==> src/logic/icache_geom_pkg.sv <==
// instruction cache geometry
// address split, set and way counts, and the stored payload types
package icache_geom_pkg;

    // fetch address and instruction word
    localparam int ADDR_W = 64;
    localparam int WORD_W = 32;

    // 64 sets, index taken from address bits 8..3
    localparam int SETS      = 64;
    localparam int INDEX_W   = 6;
    localparam int INDEX_LSB = 3;

    // tag is everything above the index
    localparam int TAG_W = ADDR_W - INDEX_W - INDEX_LSB;

    localparam int WAYS = 2;

    // tag entry held per way and set
    typedef logic [TAG_W-1:0] tag_t;

    // one instruction word per 8-byte granule
    typedef logic [WORD_W-1:0] word_t;

endpackage

==> src/logic/icache_state_pkg.sv <==
// instruction cache control encodings
// fetch FSM states and replacement age counter limits
package icache_state_pkg;

    // one-hot controller states
    typedef enum logic [3:0] {
        IDLE    = 4'b0001,
        LOOKUP  = 4'b0010,
        REFILL  = 4'b0100,
        RESPOND = 4'b1000
    } state_t;

    // per-way age counter, saturating
    localparam int AGE_W = 3;
    localparam logic [AGE_W-1:0] AGE_MAX = 3'd7;

endpackage

==> src/logic/icache_ctrl.sv <==
// icache fetch controller
// accepts one fetch at a time, compares tags, runs the refill from
// memory on a miss and presents the word for one cycle
`timescale 1ns/1ps

module icache_ctrl (
    input  logic                                 clk,
    input  logic                                 rst,
    input  logic                                 i_inst_ena,
    input  logic [icache_geom_pkg::ADDR_W-1:0]   i_inst_addr,
    input  icache_geom_pkg::word_t               i_mem_data,
    input  logic                                 i_mem_ok,
    input  icache_geom_pkg::tag_t                i_tag0,
    input  icache_geom_pkg::tag_t                i_tag1,
    input  icache_geom_pkg::word_t               i_word0,
    input  icache_geom_pkg::word_t               i_word1,
    input  logic [icache_geom_pkg::WAYS-1:0]     i_valid,
    input  logic                                 i_victim_way,
    output logic                                 o_inst_valid,
    output icache_geom_pkg::word_t               o_inst_data,
    output logic                                 o_busy,
    output logic                                 o_mem_read_ena,
    output logic [icache_geom_pkg::ADDR_W-1:0]   o_mem_addr,
    output logic [icache_geom_pkg::INDEX_W-1:0]  o_rd_index,
    output logic [icache_geom_pkg::INDEX_W-1:0]  o_wr_index,
    output logic [icache_geom_pkg::WAYS-1:0]     o_tag_wr_ena,
    output logic [icache_geom_pkg::WAYS-1:0]     o_word_wr_ena,
    output icache_geom_pkg::tag_t                o_wr_tag,
    output icache_geom_pkg::word_t               o_wr_word,
    output logic                                 o_accept,
    output logic                                 o_touch,
    output logic                                 o_touch_way,
    output logic                                 o_fill,
    output logic                                 o_fill_way
);

    icache_state_pkg::state_t state_q;
    icache_state_pkg::state_t state_d;

    icache_geom_pkg::tag_t                  cap_tag_q;
    logic [icache_geom_pkg::INDEX_W-1:0]    cap_index_q;
    icache_geom_pkg::word_t                 resp_data_q;
    logic                                   resp_hit_q;
    logic                                   hit_way_q;

    logic                                   busy;
    logic                                   accept;
    logic                                   hit0;
    logic                                   hit1;
    logic                                   hit;
    logic                                   fill;

    // new fetches are taken in IDLE and in the response cycle
    assign busy   = (state_q == icache_state_pkg::LOOKUP) ||
                    (state_q == icache_state_pkg::REFILL);
    assign accept = i_inst_ena && !busy;

    // tag compare against the RAM outputs of the captured set
    assign hit0 = i_valid[0] && (i_tag0 == cap_tag_q);
    assign hit1 = i_valid[1] && (i_tag1 == cap_tag_q);
    assign hit  = hit0 || hit1;

    assign fill = (state_q == icache_state_pkg::REFILL) && i_mem_ok;

    always_comb begin
        state_d = state_q;
        case (state_q)
            icache_state_pkg::IDLE: begin
                if (accept) begin
                    state_d = icache_state_pkg::LOOKUP;
                end
            end
            icache_state_pkg::LOOKUP: begin
                if (hit) begin
                    state_d = icache_state_pkg::RESPOND;
                end else begin
                    state_d = icache_state_pkg::REFILL;
                end
            end
            icache_state_pkg::REFILL: begin
                if (i_mem_ok) begin
                    state_d = icache_state_pkg::RESPOND;
                end
            end
            icache_state_pkg::RESPOND: begin
                // back-to-back fetch goes straight to lookup
                if (accept) begin
                    state_d = icache_state_pkg::LOOKUP;
                end else begin
                    state_d = icache_state_pkg::IDLE;
                end
            end
            default: begin
                state_d = icache_state_pkg::IDLE;
            end
        endcase
    end

    always_ff @(posedge clk or negedge rst) begin
        if (!rst) begin
            state_q    <= icache_state_pkg::IDLE;
            resp_hit_q <= 1'b0;
            hit_way_q  <= 1'b0;
        end else begin
            state_q <= state_d;
            if (state_q == icache_state_pkg::LOOKUP) begin
                resp_hit_q <= hit;
                // way 0 wins if both match
                hit_way_q  <= hit1 && !hit0;
            end
        end
    end

    // captured address and response word
    always_ff @(posedge clk) begin
        if (accept) begin
            cap_tag_q   <= i_inst_addr[icache_geom_pkg::ADDR_W-1 -: icache_geom_pkg::TAG_W];
            cap_index_q <= i_inst_addr[icache_geom_pkg::INDEX_LSB +: icache_geom_pkg::INDEX_W];
        end
        if ((state_q == icache_state_pkg::LOOKUP) && hit) begin
            resp_data_q <= hit0 ? i_word0 : i_word1;
        end else if (fill) begin
            resp_data_q <= i_mem_data;
        end
    end

    // core side
    assign o_busy       = busy;
    assign o_inst_valid = (state_q == icache_state_pkg::RESPOND);
    assign o_inst_data  = resp_data_q;

    // memory side, granule aligned
    assign o_mem_read_ena = (state_q == icache_state_pkg::REFILL);
    assign o_mem_addr     = {cap_tag_q, cap_index_q, {icache_geom_pkg::INDEX_LSB{1'b0}}};

    // RAM addressing
    assign o_rd_index = busy ? cap_index_q
                             : i_inst_addr[icache_geom_pkg::INDEX_LSB +: icache_geom_pkg::INDEX_W];
    assign o_wr_index = cap_index_q;

    // victim way is written when memory answers
    assign o_tag_wr_ena  = {fill && i_victim_way, fill && !i_victim_way};
    assign o_word_wr_ena = {fill && i_victim_way, fill && !i_victim_way};
    assign o_wr_tag      = cap_tag_q;
    assign o_wr_word     = i_mem_data;

    // replacement updates
    assign o_accept    = accept;
    assign o_touch     = (state_q == icache_state_pkg::RESPOND) && resp_hit_q;
    assign o_touch_way = hit_way_q;
    assign o_fill      = fill;
    assign o_fill_way  = i_victim_way;

endmodule

==> config.mk <==
export PLATFORM = sky130hd
export DESIGN_NAME = icache_ctrl
export DESIGN_NICKNAME = d
export VERILOG_FILES = /design/src/logic/icache_geom_pkg.sv /design/src/logic/icache_state_pkg.sv /design/src/logic/icache_ctrl.sv
export SDC_FILE = /design/constraint.sdc
export NUM_CORES = 1
export LEC_CHECK = 0
export ABC_AREA = 1
export BUFFER_PORTS_ARGS = -buffer_cell sky130_fd_sc_hd__buf_4
export CORE_AREA = 5 5 186 188
export DETAILED_ROUTE_END_ITERATION = 10
export DIE_AREA = 0 0 191 193
export MAX_ROUTING_LAYER = met4
export PLACE_DENSITY = 0.53
export SLEW_MARGIN = 15
export SYNTH_ARGS = -nofsm -noshare
export SYNTH_HDL_FRONTEND = slang
export SYNTH_SLANG_ARGS = --single-unit
==> constraint.sdc <==
create_clock -name clk -period 3.3 [get_ports clk]
set_clock_uncertainty 0.1 [all_clocks]
set_input_delay 0.33 -clock clk [delete_from_list [all_inputs] [get_ports clk]]
set_output_delay 0.33 -clock clk [all_outputs]
set_load 0.01 [all_outputs]
After elaboration in Yosys (flattened, before gate mapping)

Cells that the tools add are included.

Register bits: 99
Bits of input ports: 277
Output and inout port bits: 207

Equal/unequal tests: 8
Multiplexer cells: 9
Reductions and logical operators: 16

Operators by type and width:

| cell               | count |
|---|---|
| $eq 55x55->1       | 2 |
| $mux 32            | 3 |
| $pmux 4 s4         | 1 |
| $mux 4             | 3 |
| $logic_and 1x1->1  | 9 |
| $mux 6             | 1 |
| $eq 4x1->1 const B | 1 |
| $eq 4x2->1 const B | 1 |
| $eq 4x3->1 const B | 1 |
| $eq 4x4->1 const B | 1 |
| $ne 2x2->1 const B | 2 |
| $logic_not 1->1    | 3 |
| $logic_or 1x1->1   | 2 |
| $mux 2             | 1 |
| $reduce_and 2->1   | 1 |
| $reduce_bool 2->1  | 1 |

Logic depth before layout (Yosys ltp)

Gate-level depths: netlist of the first run.

Word-level depth: 6
Gate-level depth with buffers: 14

Worst setup path before layout of the first run

Ideal clock, no wire load.

Path type: flip-flop to flip-flop
From: register state_q[0]
To: register cap_index_q (netlist bit o_wr_index[0]), enable pin
Library setup time: 0.419 ns
Arrival: 2.411 ns
Data required time: 2.781 ns
Slack: 0.371 ns
Cell stages (with the launch flop): 7
Buffers on the path: 0
Clock period less this slack: 2.929 ns
Cell sequence: dfstp_2 > inv_1 > nand3_1 > inv_2 > nor2_2 > nand2_1 > inv_1

Longest elaborated chain between the ends: 4

RTL lines:

| element                                         | RTL line                             | text |
|---|---|---|
| start: declaration                              | icache_ctrl.sv:37                    | `icache_state_pkg::state_t state_q;` |
| start signal: assignment                        | icache_ctrl.sv:101                   | `state_q <= icache_state_pkg::IDLE;` |
| start signal: assignment                        | icache_ctrl.sv:105                   | `state_q <= state_d;` |
| $eq 4x2->1 / $eq 4x3->1 (equally long branches) | icache_ctrl.sv:54, icache_ctrl.sv:55 |  |
| $logic_or 1x1->1 (*)                            | icache_ctrl.sv:54                    | `assign busy = (state_q == icache_state_pkg::LOOKUP) \|\|` |
| $logic_not 1->1 (*)                             | icache_ctrl.sv:56                    | `assign accept = i_inst_ena && !busy;` |
| $logic_and 1x1->1 (*)                           | icache_ctrl.sv:56                    |  |
| via o_accept                                    | icache_ctrl.sv:30                    | `output logic o_accept,` |
| end signal: assignment                          | icache_ctrl.sv:118                   | `cap_index_q <= i_inst_addr[icache_geom_pkg::INDEX_LSB +: icache_geom_pkg::INDEX_W];` |
| end: declaration                                | icache_ctrl.sv:41                    | `logic [icache_geom_pkg::INDEX_W-1:0] cap_index_q;` |

The timed path passes the listed nets; every way through them passes the cells marked *.
A chain may end at the register's enable or synchronous reset.

Worst setup path in the final report of the first run

From: register state_q[0]
To: output port o_accept

Longest elaborated chain between the ends: 4

RTL lines:

| element                                         | RTL line |
|---|---|
| $eq 4x2->1 / $eq 4x3->1 (equally long branches) | icache_ctrl.sv:54, icache_ctrl.sv:55 |
| $logic_or 1x1->1 (*)                            | icache_ctrl.sv:54 |
| $logic_not 1->1 (*)                             | icache_ctrl.sv:56 |
| $logic_and 1x1->1 (*)                           | icache_ctrl.sv:56 |
| end: declaration                                | icache_ctrl.sv:30 |

Every way passes the cells marked *; elsewhere a longest branch is shown, timed or not.

==> reports/results.tsv, run 1 <==
stage	metric	value	unit
drt	# DRC	0	
worst_setup_path	worst-path cell chain	inv_1, nand3_1, inv_2, nor2_2, nand2_1, inv_2, buf_4	
floorplanning	Die Width	191	um
yosys	share of the synthesized area in the top cell type	0.3868	
final_layout	NumNets Final	1696	
worst_setup_path	Max FO, Critical Path	14	
worst_setup_path	Setup crit end kind	primary output	
yosys	Yosys warnings	0	
min_path	Hold Crit Depth	1	
drt	remaining antenna violation count after routing	0	
worst_setup_path	max incr delay on CP	540	ps
sta	Max Freq	378.0	MHz
yosys	Mapped Cells	1035	
placed_design	number of instances in the placed design	1855	
drt	DR vias/cell	4.050	
worst_setup_path	reg-to-reg slack, setup	680	ps
yosys	Yosys top cell by area	edfxtp_1	
clock_tree	CTS tree	done	
placed_design	DP HPWL	29640	um
clock_tree	CTS root buffer	clkbuf_16	
yosys	register bit count reported by yosys	99	
yosys	Mapped Area	7219	um^2
clock_tree	clock latency on the worst-skew pair	370	ps
drt	DR iter-0 viols	353	
placed_design	IO Port Bufs	477	
worst_setup_path	worst r2r dst	o_inst_data[14]$_DFFE_PP_	
min_path	hold path startpoint	i_inst_addr[25]	
clock_tree	# H-tree levels	3	
clock_tree	CTS sink cnt	99	
sta	Fin Setup TNS	0	ps
clock_tree	# Post-CTS Setup Buffers	0	
worst_setup_path	family with the most delay on the worst path	simple AND/OR/NAND/NOR gates	
sta	normalized max-slew margin	0.6098	
final_layout	Layout area overhead	50.71	%
clock_tree	Hold Buf Count CTS	1	
pwr	Leak Pwr	5.890	nW
placed_design	RD Place Congestion	0.9024	
drt	vias	7594	
floorplanning	Vert. Die Dim	193	um
worst_setup_path	depth of the most critical reg-to-reg path	13	
sta	unrepaired setup endpoints after global routing	false	
yosys	Distinct cells, synth	28	
pwr	pwr/cell area	440.0	nW/um^2
yosys	Post-synth top flop	edfxtp_1	
status	outcome	finished, final reports clean	
clock_tree	PostCTS Resize Cnt	0	
sta	setup violators final	0	
sta	fin crit share	0.8018	
final_layout	multi-input logic area	2887	um^2
global_route	global-route wire length before repair	47150	um
worst_setup_path	Worst EP required	2870	ps
worst_setup_path	WP buf/inv	4	
yosys	sequential share of the synthesized area	0.4078	
yosys	Synth Area per Inst	6.975	um^2
global_route	initial antenna violation count	3	
final_layout	commonest non-fill, non-tap cells in the layout	486 x buf_4, 430 x nand2_1, 113 x nor2_1	
clock_tree	Max Buffers Root-to-Sink	2	
worst_setup_path	Startpoint Class	flop	
drt	DRT Wirelength	34100	um
final_layout	final design utilization	0.3303	
global_route	vias in the first global route	7751	
sta	Slew @ Worst Pin	580.8	ps
floorplanning	die area	36860	um^2
global_route	GRT overflow	0	
floorplanning	io pins	484	
sta	Slew Viols, Final	0	
final_layout	area occupied by registers	2944	um^2
min_path	worst min path class	in -> reg	
sta	Tmin final	2646	ps
clock_tree	Worst-path clk slew	80	ps
final_layout	layout cells sized above 1	0.3764	
final_layout	most common cell after layout, fill and taps aside	buf_4	
drt	post-DR wirelength/cell	18.19	um
global_route	Overall Global Routing Usage	0.1807	
worst_setup_path	crit path DAT	2220	ps
floorplanning	row cnt	67	
pwr	Peak supply drop	0.2440	mV
final_layout	post-route non-filler standard cell count	1875	
min_path	end of the worst hold path	o_wr_tag[16]$_DFFE_PP_	
yosys	Post-synth EDFFs	93	
yosys	Synth area leaders	edfxtp_1 39%, nand2_1 22%, buf_4 11%, inv_1 5.9%, nor2_1 5.9%	
clock_tree	CTS buffer count	9	
drt	drt first pass iters	5	
worst_setup_path	most used cell, CP	inv_2	
worst_setup_path	Slowest cell on crit path	dfstp_2	
floorplanning	CORE AREA	32950	um^2
final_layout	Fillers	3636	
worst_setup_path	FF-to-FF Start	o_wr_tag[17]$_DFFE_PP_	
sta	endpoints failing hold	0	
global_route	largest net degree at the start of global routing	36	
flow_run	max cap viols	0	
yosys	Post-synth ARST share	0.06061	
floorplanning	Initial Utilization	0.2191	
worst_setup_path	Crit Path Class	reg -> out	
## routing by layer
layer	GRT usage	vias up	routed length, um
met5	-	-	0
li1	-	3854	-
met4	0.05442	0	826
met1	0.1955	3377	13110
met3	0.05960	37	2935
met2	0.3172	326	17230
## worst max-delay path by stage
stage | start | to | slack [ps] | depth (start not counted)
6_report | state_q[0]$_DFFE_PN1P_ | o_accept | 650 | 7
3_3_place_gp | o_wr_tag[45]$_DFFE_PP_ | o_inst_data[15]$_DFFE_PP_ | 660 | 14
5_1_grt | state_q[1]$_DFFE_PN0P_ | o_accept | 450 | 7
4_1_cts | state_q[0]$_DFFE_PN1P_ | o_accept | 620 | 7
3_5_place_dp | o_wr_tag[45]$_DFFE_PP_ | o_inst_data[16]$_DFFE_PP_ | 650 | 14
2_1_floorplan | state_q[0]$_DFFE_PN1P_ | o_wr_index[0]$_DFFE_PP_ | 370 | 6
## worst register-to-register path: cells and delay by family, from the launching register on
kind,cells,cell delay (ps)
DFF,1,510
AOI/OAI and AO/OA,1,90
and+or+nand+nor,10,1250
buffers and inverters,2,420
## where the power goes
group          internal (mW)  switching [mW]  total [mW]
clock network          0.592           0.529        1.12
logic                  0.835           0.992        1.83
registers               1.61           0.231        1.84
## cells in the mapped netlist (2+ instances only)
cell type,instances
buf_2,3
buf_4,108
buf_6,6
dfrtp_1,5
edfxtp_1,93
inv_1,113
inv_2,21
nand2_1,430
nand2_4,3
nand3_1,69
nand3b_1,2
nand4_1,6
nor2_1,113
nor2_2,2
o21ai_0,22
o21ai_1,10
or2_2,2
xnor2_1,5
xor2_1,13
## cell families (layout without fill, tap and decap cells)
family | after synthesis | in the layout | share of synthesized area
and+or+nand+nor | 632 | 632 | 0.3523
buffers and inverters | 251 | 638 | 0.1934
DFF | 99 | 99 | 0.4078
AOI/OAI and AO/OA | 34 | 34 | 0.02409
xor gates and xnor gates | 18 | 18 | 0.02184
other | 1 | 6 | 0.0005194
## layout make-up
class / instances / area share
Sequential cell: 99 / 0.2706
Clock buffer: 9 / 0.02070
Multi-Input combinational cell: 687 / 0.2653
Timing Repair Buffer: 488 / 0.3381
Inverter: 134 / 0.04623
Tap cell: 448 / 0.05152
Clock inverter: 7 / 0.006900
Antenna cell: 3 / 0.0006900
## state kept, by name, summed over array words and instances, names as in the netlist
| name | flops |
|---|---|
| resp_hit_q | 1 |
| state_q | 4 |
| o_touch_way | 1 |
| o_wr_index | 6 |
| o_inst_data | 32 |
| o_wr_tag | 55 |
## per-stage QoR
step / setup WS [ps] / power [mW] / hold WS [ps] / cell area, um^2
detailed placement: 645.9 / 3.733 / 42.96 / 10560
floorplan: 370.8 / 2.772 / -65.59 / 7227
CTS: 617.2 / 4.875 / 1.985 / 10870
finish: 654.2 / 4.788 / 26.80 / 10880
global route: 448.5 / 5.100 / 5.165 / 10880
global placement: 665.0 / 3.712 / 42.54 / 10560
No activity file was read; power rests on OpenSTA's default activity.
==> run 2: changes to the inputs <==
--- a/config.mk
+++ b/config.mk
@@ -5,13 +5,13 @@
 export SDC_FILE = /design/constraint.sdc
 export NUM_CORES = 1
 export LEC_CHECK = 0
-export ABC_AREA = 1
+export ABC_AREA = 0
 export BUFFER_PORTS_ARGS = -buffer_cell sky130_fd_sc_hd__buf_4
-export CORE_AREA = 5 5 186 188
+export CORE_AREA = 5 5 185 187
 export DETAILED_ROUTE_END_ITERATION = 10
-export DIE_AREA = 0 0 191 193
+export DIE_AREA = 0 0 190 192
 export MAX_ROUTING_LAYER = met4
-export PLACE_DENSITY = 0.53
+export PLACE_DENSITY = 0.51
 export SLEW_MARGIN = 15
 export SYNTH_ARGS = -nofsm -noshare
 export SYNTH_HDL_FRONTEND = slang
==> constraint.sdc (replaced) <==
create_clock -name clk -period 2.4 [get_ports clk]
set_clock_uncertainty 0.1 [all_clocks]
set_input_delay 0.24 -clock clk [delete_from_list [all_inputs] [get_ports clk]]
set_output_delay 0.24 -clock clk [all_outputs]
set_load 0.01 [all_outputs]
==> run 2 against run 1 <==
Effect of this change:
- the flow now finishes with violations (setup timing)
- global-route usage decreased by 2.7 points
- cell count down 20%
- core utilization increased by 2.4 points
- sequential power rose by 27%
- wire length fell by 14%
- critical path type is now reg -> reg
- critical endpoint is now o_inst_data[1]$_DFFE_PP_
- largest cell class unchanged
==> reports/results.tsv, run 2 <==
stage	metric	value	unit	change
global_route	global-route wire length before repair	39940	um	-15%
clock_tree	CTS buffer count	9		unchanged
pwr	Switching Share	0.3066		-0.05928
pwr	Int Pwr	4.338	mW	+43%
worst_setup_path	worst r2r dst	o_inst_data[1]$_DFFE_PP_		
flow_run	max cap viols	0		unchanged
placed_design	IO Port Bufs	477		unchanged
placed_design	post-place instance area	10190	um^2	-3.5%
worst_setup_path	Startpoint Class	flop		
yosys	sequential share of the synthesized area	0.4917		+0.08395
yosys	share of the synthesized area in the top cell type	0.4665		+0.07963
floorplanning	die area	36480	um^2	-1.0%
pwr	sequential share of power	0.372		-0.012
yosys	Post-synth EDFFs	93		unchanged
global_route	largest net degree at the start of global routing	36		unchanged
pwr	part of the power in the clock network	0.241		+0.007
global_route	vias in the first global route	6450		-17%
sta	worst hold margin	80.31	ps	+53.51 ps
floorplanning	io pins	484		unchanged
pwr	pwr/cell area	547.6	nW/um^2	+24%
clock_tree	# H-tree levels	3		unchanged
yosys	Yosys top cell by area	edfxtp_1		
yosys	Mapped Cells	487		-53%
final_layout	commonest non-fill, non-tap cells in the layout	581 x buf_4, 93 x edfxtp_1, 78 x xnor2_1		
yosys	Post-synth ARST share	0.06061		unchanged
floorplanning	CORE AREA	32290	um^2	-2.0%
worst_setup_path	Max FO, Critical Path	11		-3
yosys	register bit count reported by yosys	99		unchanged
pwr	Leak Pwr	5.126	nW	-13%
clock_tree	clock latency on the worst-skew pair	350	ps	-20 ps
worst_setup_path	Crit Path Class	reg -> reg		
clock_tree	CTS tree	done		
drt	remaining antenna violation count after routing	0		unchanged
worst_setup_path	reg-to-reg slack, setup	-350	ps	-1030 ps
sta	Fin Setup TNS	-19160	ps	-19160 ps
final_layout	Layout area overhead	90.83	%	
sta	fin crit share	1.147		
sta	endpoints failing hold	0		unchanged
clock_tree	Worst-path clk slew	70	ps	about the same
yosys	Synth Area per Inst	12.29	um^2	+76%
yosys	Distinct cells, synth	46		+64%
min_path	worst min path class	in -> reg		
clock_tree	Max Buffers Root-to-Sink	2		unchanged
final_layout	post-route non-filler standard cell count	1492		-20%
sta	setup violators final	68		+68
worst_setup_path	crit path DAT	2760	ps	+540 ps
drt	# DRC	0		unchanged
global_route	initial antenna violation count	2		-1
status	outcome	complete, but fails checks		
drt	DR iter-0 viols	121		-66%
final_layout	final design utilization	0.3538		+0.02357
clock_tree	CTS root buffer	clkbuf_16		
min_path	Hold Crit Depth	2		+1
yosys	top-count cell post-synth	buf_4		
yosys	Mapped Area	5987	um^2	-17%
placed_design	DP HPWL	24600	um	-17%
yosys	Synth area leaders	edfxtp_1 47%, buf_4 13%, xnor2_1 12%, a221o_1 5.4%, a21boi_1 3.9%		
final_layout	NumNets Final	1321		-22%
placed_design	pre-CTS worst setup slack	-724.6	ps	-1371 ps
yosys	most common library cells after synthesis	101 x buf_4, 93 x edfxtp_1, 84 x xnor2_1		
sta	Slew Viols, Final	0		unchanged
pwr	Comb pwr share	0.387		+0.005
sta	Max Freq	363.4	MHz	
clock_tree	CTS sink cnt	99		unchanged
placed_design	number of instances in the placed design	1400		-25%
sta	unrepaired setup endpoints after global routing	true		
worst_setup_path	Setup crit end kind	flop		
drt	DRT Wirelength	29270	um	-14%
sta	Tmin final	2752	ps	
min_path	hold path startpoint	i_word0[21]		
final_layout	layout cells sized above 1	0.6168		+0.2404
worst_setup_path	depth of the most critical reg-to-reg path	11		-2
final_layout	most common cell after layout, fill and taps aside	buf_4		
final_layout	post-route cell area	11420	um^2	+5.0%
pwr	net switching power	1.918	mW	+9.5%
floorplanning	Die Width	190	um	-0.52%
worst_setup_path	FF-to-FF Start	o_wr_tag[28]$_DFFE_PP_		
drt	post-DR wirelength/cell	19.62	um	+7.9%
final_layout	max reg flops	55		unchanged
pwr	Peak supply drop	0.2750	mV	+13%
floorplanning	row cnt	66		-1.5%
global_route	Overall Global Routing Usage	0.1534		-0.02727
floorplanning	Vert. Die Dim	192	um	-0.52%
drt	drt first pass iters	4		-1
floorplanning	Initial Utilization	0.1854		-0.03371
placed_design	RD Place Congestion	0.8968		-0.62%
drt	vias	5870		-23%
min_path	end of the worst hold path	o_inst_data[21]$_DFFE_PP_		
worst_setup_path	Worst EP required	2400	ps	-470 ps
global_route	GRT overflow	0		unchanged
sta	post-route setup slack	-351.7	ps	-1006 ps
drt	DR vias/cell	3.934		-2.9%
pwr	Final Total Pwr	6.256	mW	+31%
status	violated checks	setup timing		
yosys	Yosys warnings	0		unchanged
yosys	Post-synth top flop	edfxtp_1		
## run 2: cell types whose count changed after synthesis, moves of 8 or more
cell and change:
a21boi_1 +31, nand2_1 -424, xnor2_1 +79, nand3_1 -69
nand4_1 +16, a221o_1 +32, inv_2 -21, o21ai_0 -22
inv_1 -89, o21ai_1 -8, nor2_1 -104
## run 2: layer usage
| metal | global-route usage | wire [um] | up-vias |
|---|---|---|---|
| li1 | - | - | 2809 |
| met1 | 0.1663 | 11200 | 2759 |
| met2 | 0.2850 | 15750 | 283 |
| met3 | 0.03399 | 1842 | 19 |
| met4 | 0.03812 | 481 | 0 |
| met5 | - | 0 | - |
## run 2: worst max path at each step
stage / start / end / slack, ps / cells after the start
detailed placement: o_wr_tag[15]$_DFFE_PP_ / o_inst_data[13]$_DFFE_PP_ / -720 / 9
finish: o_wr_tag[28]$_DFFE_PP_ / o_inst_data[1]$_DFFE_PP_ / -350 / 11
CTS: o_wr_tag[4]$_DFFE_PP_ / o_inst_data[19]$_DFFE_PP_ / -400 / 9
floorplan: o_wr_tag[24]$_DFFE_PP_ / o_inst_data[0]$_DFFE_PP_ / 30 / 8
global route: o_wr_tag[15]$_DFFE_PP_ / o_inst_data[1]$_DFFE_PP_ / -520 / 11
global placement: o_wr_tag[15]$_DFFE_PP_ / o_inst_data[10]$_DFFE_PP_ / -680 / 9
## run 2: logic make-up after synthesis
group,share of synthesized area
buf+inv,0.1569
flops,0.4917
xor+xnor,0.1331
compound gates,0.1285
simple gates,0.07440
mux,0.01463
other cells,0.0006264
## run 2: cell type report
cell class                 count  area [um^2]
multi-input combinational    256         2362
fill                        3269        20860
clock inverter                 2        16.27
tap                          442        553.0
clock buffer                  14        285.3
antenna                        1        2.502
inverter                      24        90.09
sequential                    99         2944
timing repair buffer         654         5171
## run 2: timing repair
item / CTS / global route
resized for setup: 18 / 11
setup buffers: 2 / 6
pin swaps: 11 / 10
gates cloned: 3 / 1
setup endpoints to repair: 68 / 68
endpoints found under the hold margin: 68 / 0
hold buffers: 63 / 0
## run 2: power by group through the flow
stage               Clock (mW)  Combinational, mW  Sequential (mW)
floorplan                    0              0.927             2.42
global placement             0               2.27             2.37
detailed placement           0               2.28             2.38
CTS                       1.58               2.42             2.34
global route              1.64               2.59             2.36
finish                    1.51               2.42             2.33
## run 2: worst max-delay path, stage by stage, from the launching register on
cell	delay (ps)
edfxtp_1	450
buf_4	170
xnor2_1	160
nand4_1	170
nor4_4	280
buf_4	170
nand4_1	80
buf_4	170
nor4b_4	130
buf_6	130
clkbuf_16	160
a221o_1	340
==> run 3: changes to the inputs <==
--- a/config.mk
+++ b/config.mk
@@ -7,11 +7,14 @@
 export LEC_CHECK = 0
 export ABC_AREA = 0
 export BUFFER_PORTS_ARGS = -buffer_cell sky130_fd_sc_hd__buf_4
+export CELL_PAD_IN_SITES_DETAIL_PLACEMENT = 1
+export CELL_PAD_IN_SITES_GLOBAL_PLACEMENT = 2
 export CORE_AREA = 5 5 185 187
 export DETAILED_ROUTE_END_ITERATION = 10
 export DIE_AREA = 0 0 190 192
 export MAX_ROUTING_LAYER = met4
-export PLACE_DENSITY = 0.51
+export PLACE_DENSITY = 0.79
+export SETUP_SLACK_MARGIN = 0.4
 export SLEW_MARGIN = 15
 export SYNTH_ARGS = -nofsm -noshare
 export SYNTH_HDL_FRONTEND = slang
==> run 3 against run 2 <==
Effect of this change:
- the run still ends with setup timing left
- worst hold slack improved by 1.7 ps
- sequential power barely moved
- clock-buffer cell count is 3 lower
- cell count up 1.5%
- clock power fell by 3%
- non-clock buffer count increased by 21
- final area up 3.2%
==> reports/results.tsv, run 3 (synthesized netlist as in run 2, its figures left out) <==
stage	metric	value	unit	change
placed_design	IO Port Bufs	477		unchanged
global_route	global-route wire length before repair	43250	um	+8.3%
global_route	largest net degree at the start of global routing	36		unchanged
worst_setup_path	crit path DAT	2830	ps	+70 ps
pwr	Peak supply drop	0.2806	mV	+2.0%
worst_setup_path	Worst EP required	2410	ps	about the same
global_route	vias in the first global route	6892		+6.9%
drt	# DRC	0		unchanged
drt	DR vias/cell	4.061		+3.2%
status	violated checks	setup timing		
clock_tree	clock latency on the worst-skew pair	360	ps	about the same
drt	remaining antenna violation count after routing	0		unchanged
final_layout	final design utilization	0.3653		+0.01147
sta	Slew Viols, Final	0		unchanged
sta	setup violators final	68		unchanged
final_layout	max reg flops	55		unchanged
worst_setup_path	Setup crit end kind	flop		
floorplanning	die area	36480	um^2	unchanged
clock_tree	CTS root buffer	clkbuf_16		
drt	post-DR wirelength/cell	21.57	um	+10%
worst_setup_path	Startpoint Class	flop		
global_route	GRT overflow	0		unchanged
floorplanning	Vert. Die Dim	192	um	unchanged
global_route	Overall Global Routing Usage	0.1650		+0.01156
final_layout	Layout area overhead	97.01	%	
sta	post-route setup slack	-421.6	ps	-69.89 ps
flow_run	max cap viols	0		unchanged
final_layout	most common cell after layout, fill and taps aside	buf_4		
drt	DRT Wirelength	32680	um	+12%
placed_design	post-place instance area	10160	um^2	-0.33%
clock_tree	# H-tree levels	3		unchanged
final_layout	layout cells sized above 1	0.6355		+0.01874
final_layout	NumNets Final	1342		+1.6%
clock_tree	CTS tree	done		
floorplanning	io pins	484		unchanged
worst_setup_path	Max FO, Critical Path	8		-3
clock_tree	CTS sink cnt	99		unchanged
sta	endpoints failing hold	0		unchanged
final_layout	commonest non-fill, non-tap cells in the layout	575 x buf_4, 93 x edfxtp_1, 72 x xnor2_1		
placed_design	pre-CTS worst setup slack	-982.3	ps	-257.7 ps
pwr	pwr/cell area	545.3	nW/um^2	-0.42%
drt	vias	6152		+4.8%
pwr	Leak Pwr	5.290	nW	+3.2%
clock_tree	Worst-path clk slew	80	ps	about the same
sta	unrepaired setup endpoints after global routing	true		
global_route	initial antenna violation count	3		+1
worst_setup_path	Crit Path Class	reg -> reg		
sta	Max Freq	354.4	MHz	-2.5%
sta	fin crit share	1.176		+0.02912
clock_tree	CTS buffer count	9		unchanged
floorplanning	Initial Utilization	0.1854		unchanged
sta	Tmin final	2822	ps	+69.89 ps
floorplanning	CORE AREA	32290	um^2	unchanged
placed_design	DP HPWL	25520	um	+3.8%
drt	DR iter-0 viols	131		+8.3%
floorplanning	Die Width	190	um	unchanged
floorplanning	row cnt	66		unchanged
drt	drt first pass iters	4		unchanged
status	outcome	complete, but fails checks		
clock_tree	Max Buffers Root-to-Sink	2		unchanged
min_path	worst min path class	in -> reg		
placed_design	RD Place Congestion	0.8351		-6.9%
final_layout	post-route cell area	11800	um^2	+3.2%
## run 3: changes by cell type in the layout (fill, tap and decap cells not counted), moves of 6 or more
cell,before,now
mux2_2,6,0
xnor2_2,6,12
mux2_4,0,6
buf_6,3,27
buf_4,581,575
xnor2_1,78,72
## run 3: path summary, 6_finish.rpt
check                                       startpoint                   endpoint  slack (ps)  cells past startpoint
worst max-delay path            o_wr_tag[23]$_DFFE_PP_  o_inst_data[21]$_DFFE_PP_        -420                     12
worst min-delay path                       i_word1[22]  o_inst_data[22]$_DFFE_PP_          80                      2
worst max register to register  o_wr_tag[23]$_DFFE_PP_  o_inst_data[21]$_DFFE_PP_        -420                     12
worst min register to register  resp_hit_q$_DFFE_PN0P_     resp_hit_q$_DFFE_PN0P_         400                      1
max in group asynchronous                          rst     state_q[0]$_DFFE_PN1P_        1850                      2
min in group asynchronous                          rst     resp_hit_q$_DFFE_PN0P_         150                      2
## run 3: power breakdown
| part | internal, mW | switching (mW) |
|---|---|---|
| logic | 1.50 | 1.13 |
| clock network | 0.739 | 0.718 |
| registers | 2.14 | 0.211 |
## run 3: cell type report
| cell class | count | area, um^2 |
|---|---|---|
| Timing Repair Buffer | 675 | 5456 |
| Sequential cell | 99 | 2944 |
| Inverter | 24 | 100.1 |
| Clock inverter | 5 | 37.54 |
| Fill cell | 3600 | 20490 |
| Multi-Input combinational cell | 256 | 2454 |
| Clock buffer | 11 | 242.7 |
| Tap cell | 442 | 553.0 |
| Antenna cell | 3 | 7.507 |
## run 3: layer usage
metal	routed length, um	GRT usage
met1	11960	0.1687
met2	17540	0.3086
met3	2499	0.05162
met4	673	0.03840
met5	0	-
## run 3: critical path, cell delays in order, from the launching register on
cell,delay [ps]
edfxtp_1,430
buf_4,170
xnor2_1,130
nand4_1,200
nor4_4,380
buf_4,180
nand4_1,100
buf_4,180
o21ai_4,60
buf_12,140
buf_6,160
a21boi_1,80
a221o_1,270
## run 3: timing repair
item / in CTS / in global routing
pin swaps: 7 / 11
gates cloned: 1 / 6
gates resized for setup: 25 / 49
hold buffers: 63 / 0
setup buffers: 9 / 23
hold endpoints to repair: 68 / 0
setup endpoints to repair: 82 / 82
## run 3: stage by stage
step | hold slack, ps | TNS (ps) | instances | power [mW]
5_1_grt | 57.16 | -35450 | 1515 | 6.742
3_5_place_dp | -47.24 | -62890 | 1394 | 4.660
6_report | 82.02 | -25540 | 1515 | 6.432
2_1_floorplan | -155.6 | 0 | 489 | 3.364
4_1_cts | 51.54 | -25140 | 1483 | 6.336
3_3_place_gp | -46.29 | -64940 | 1394 | 4.622
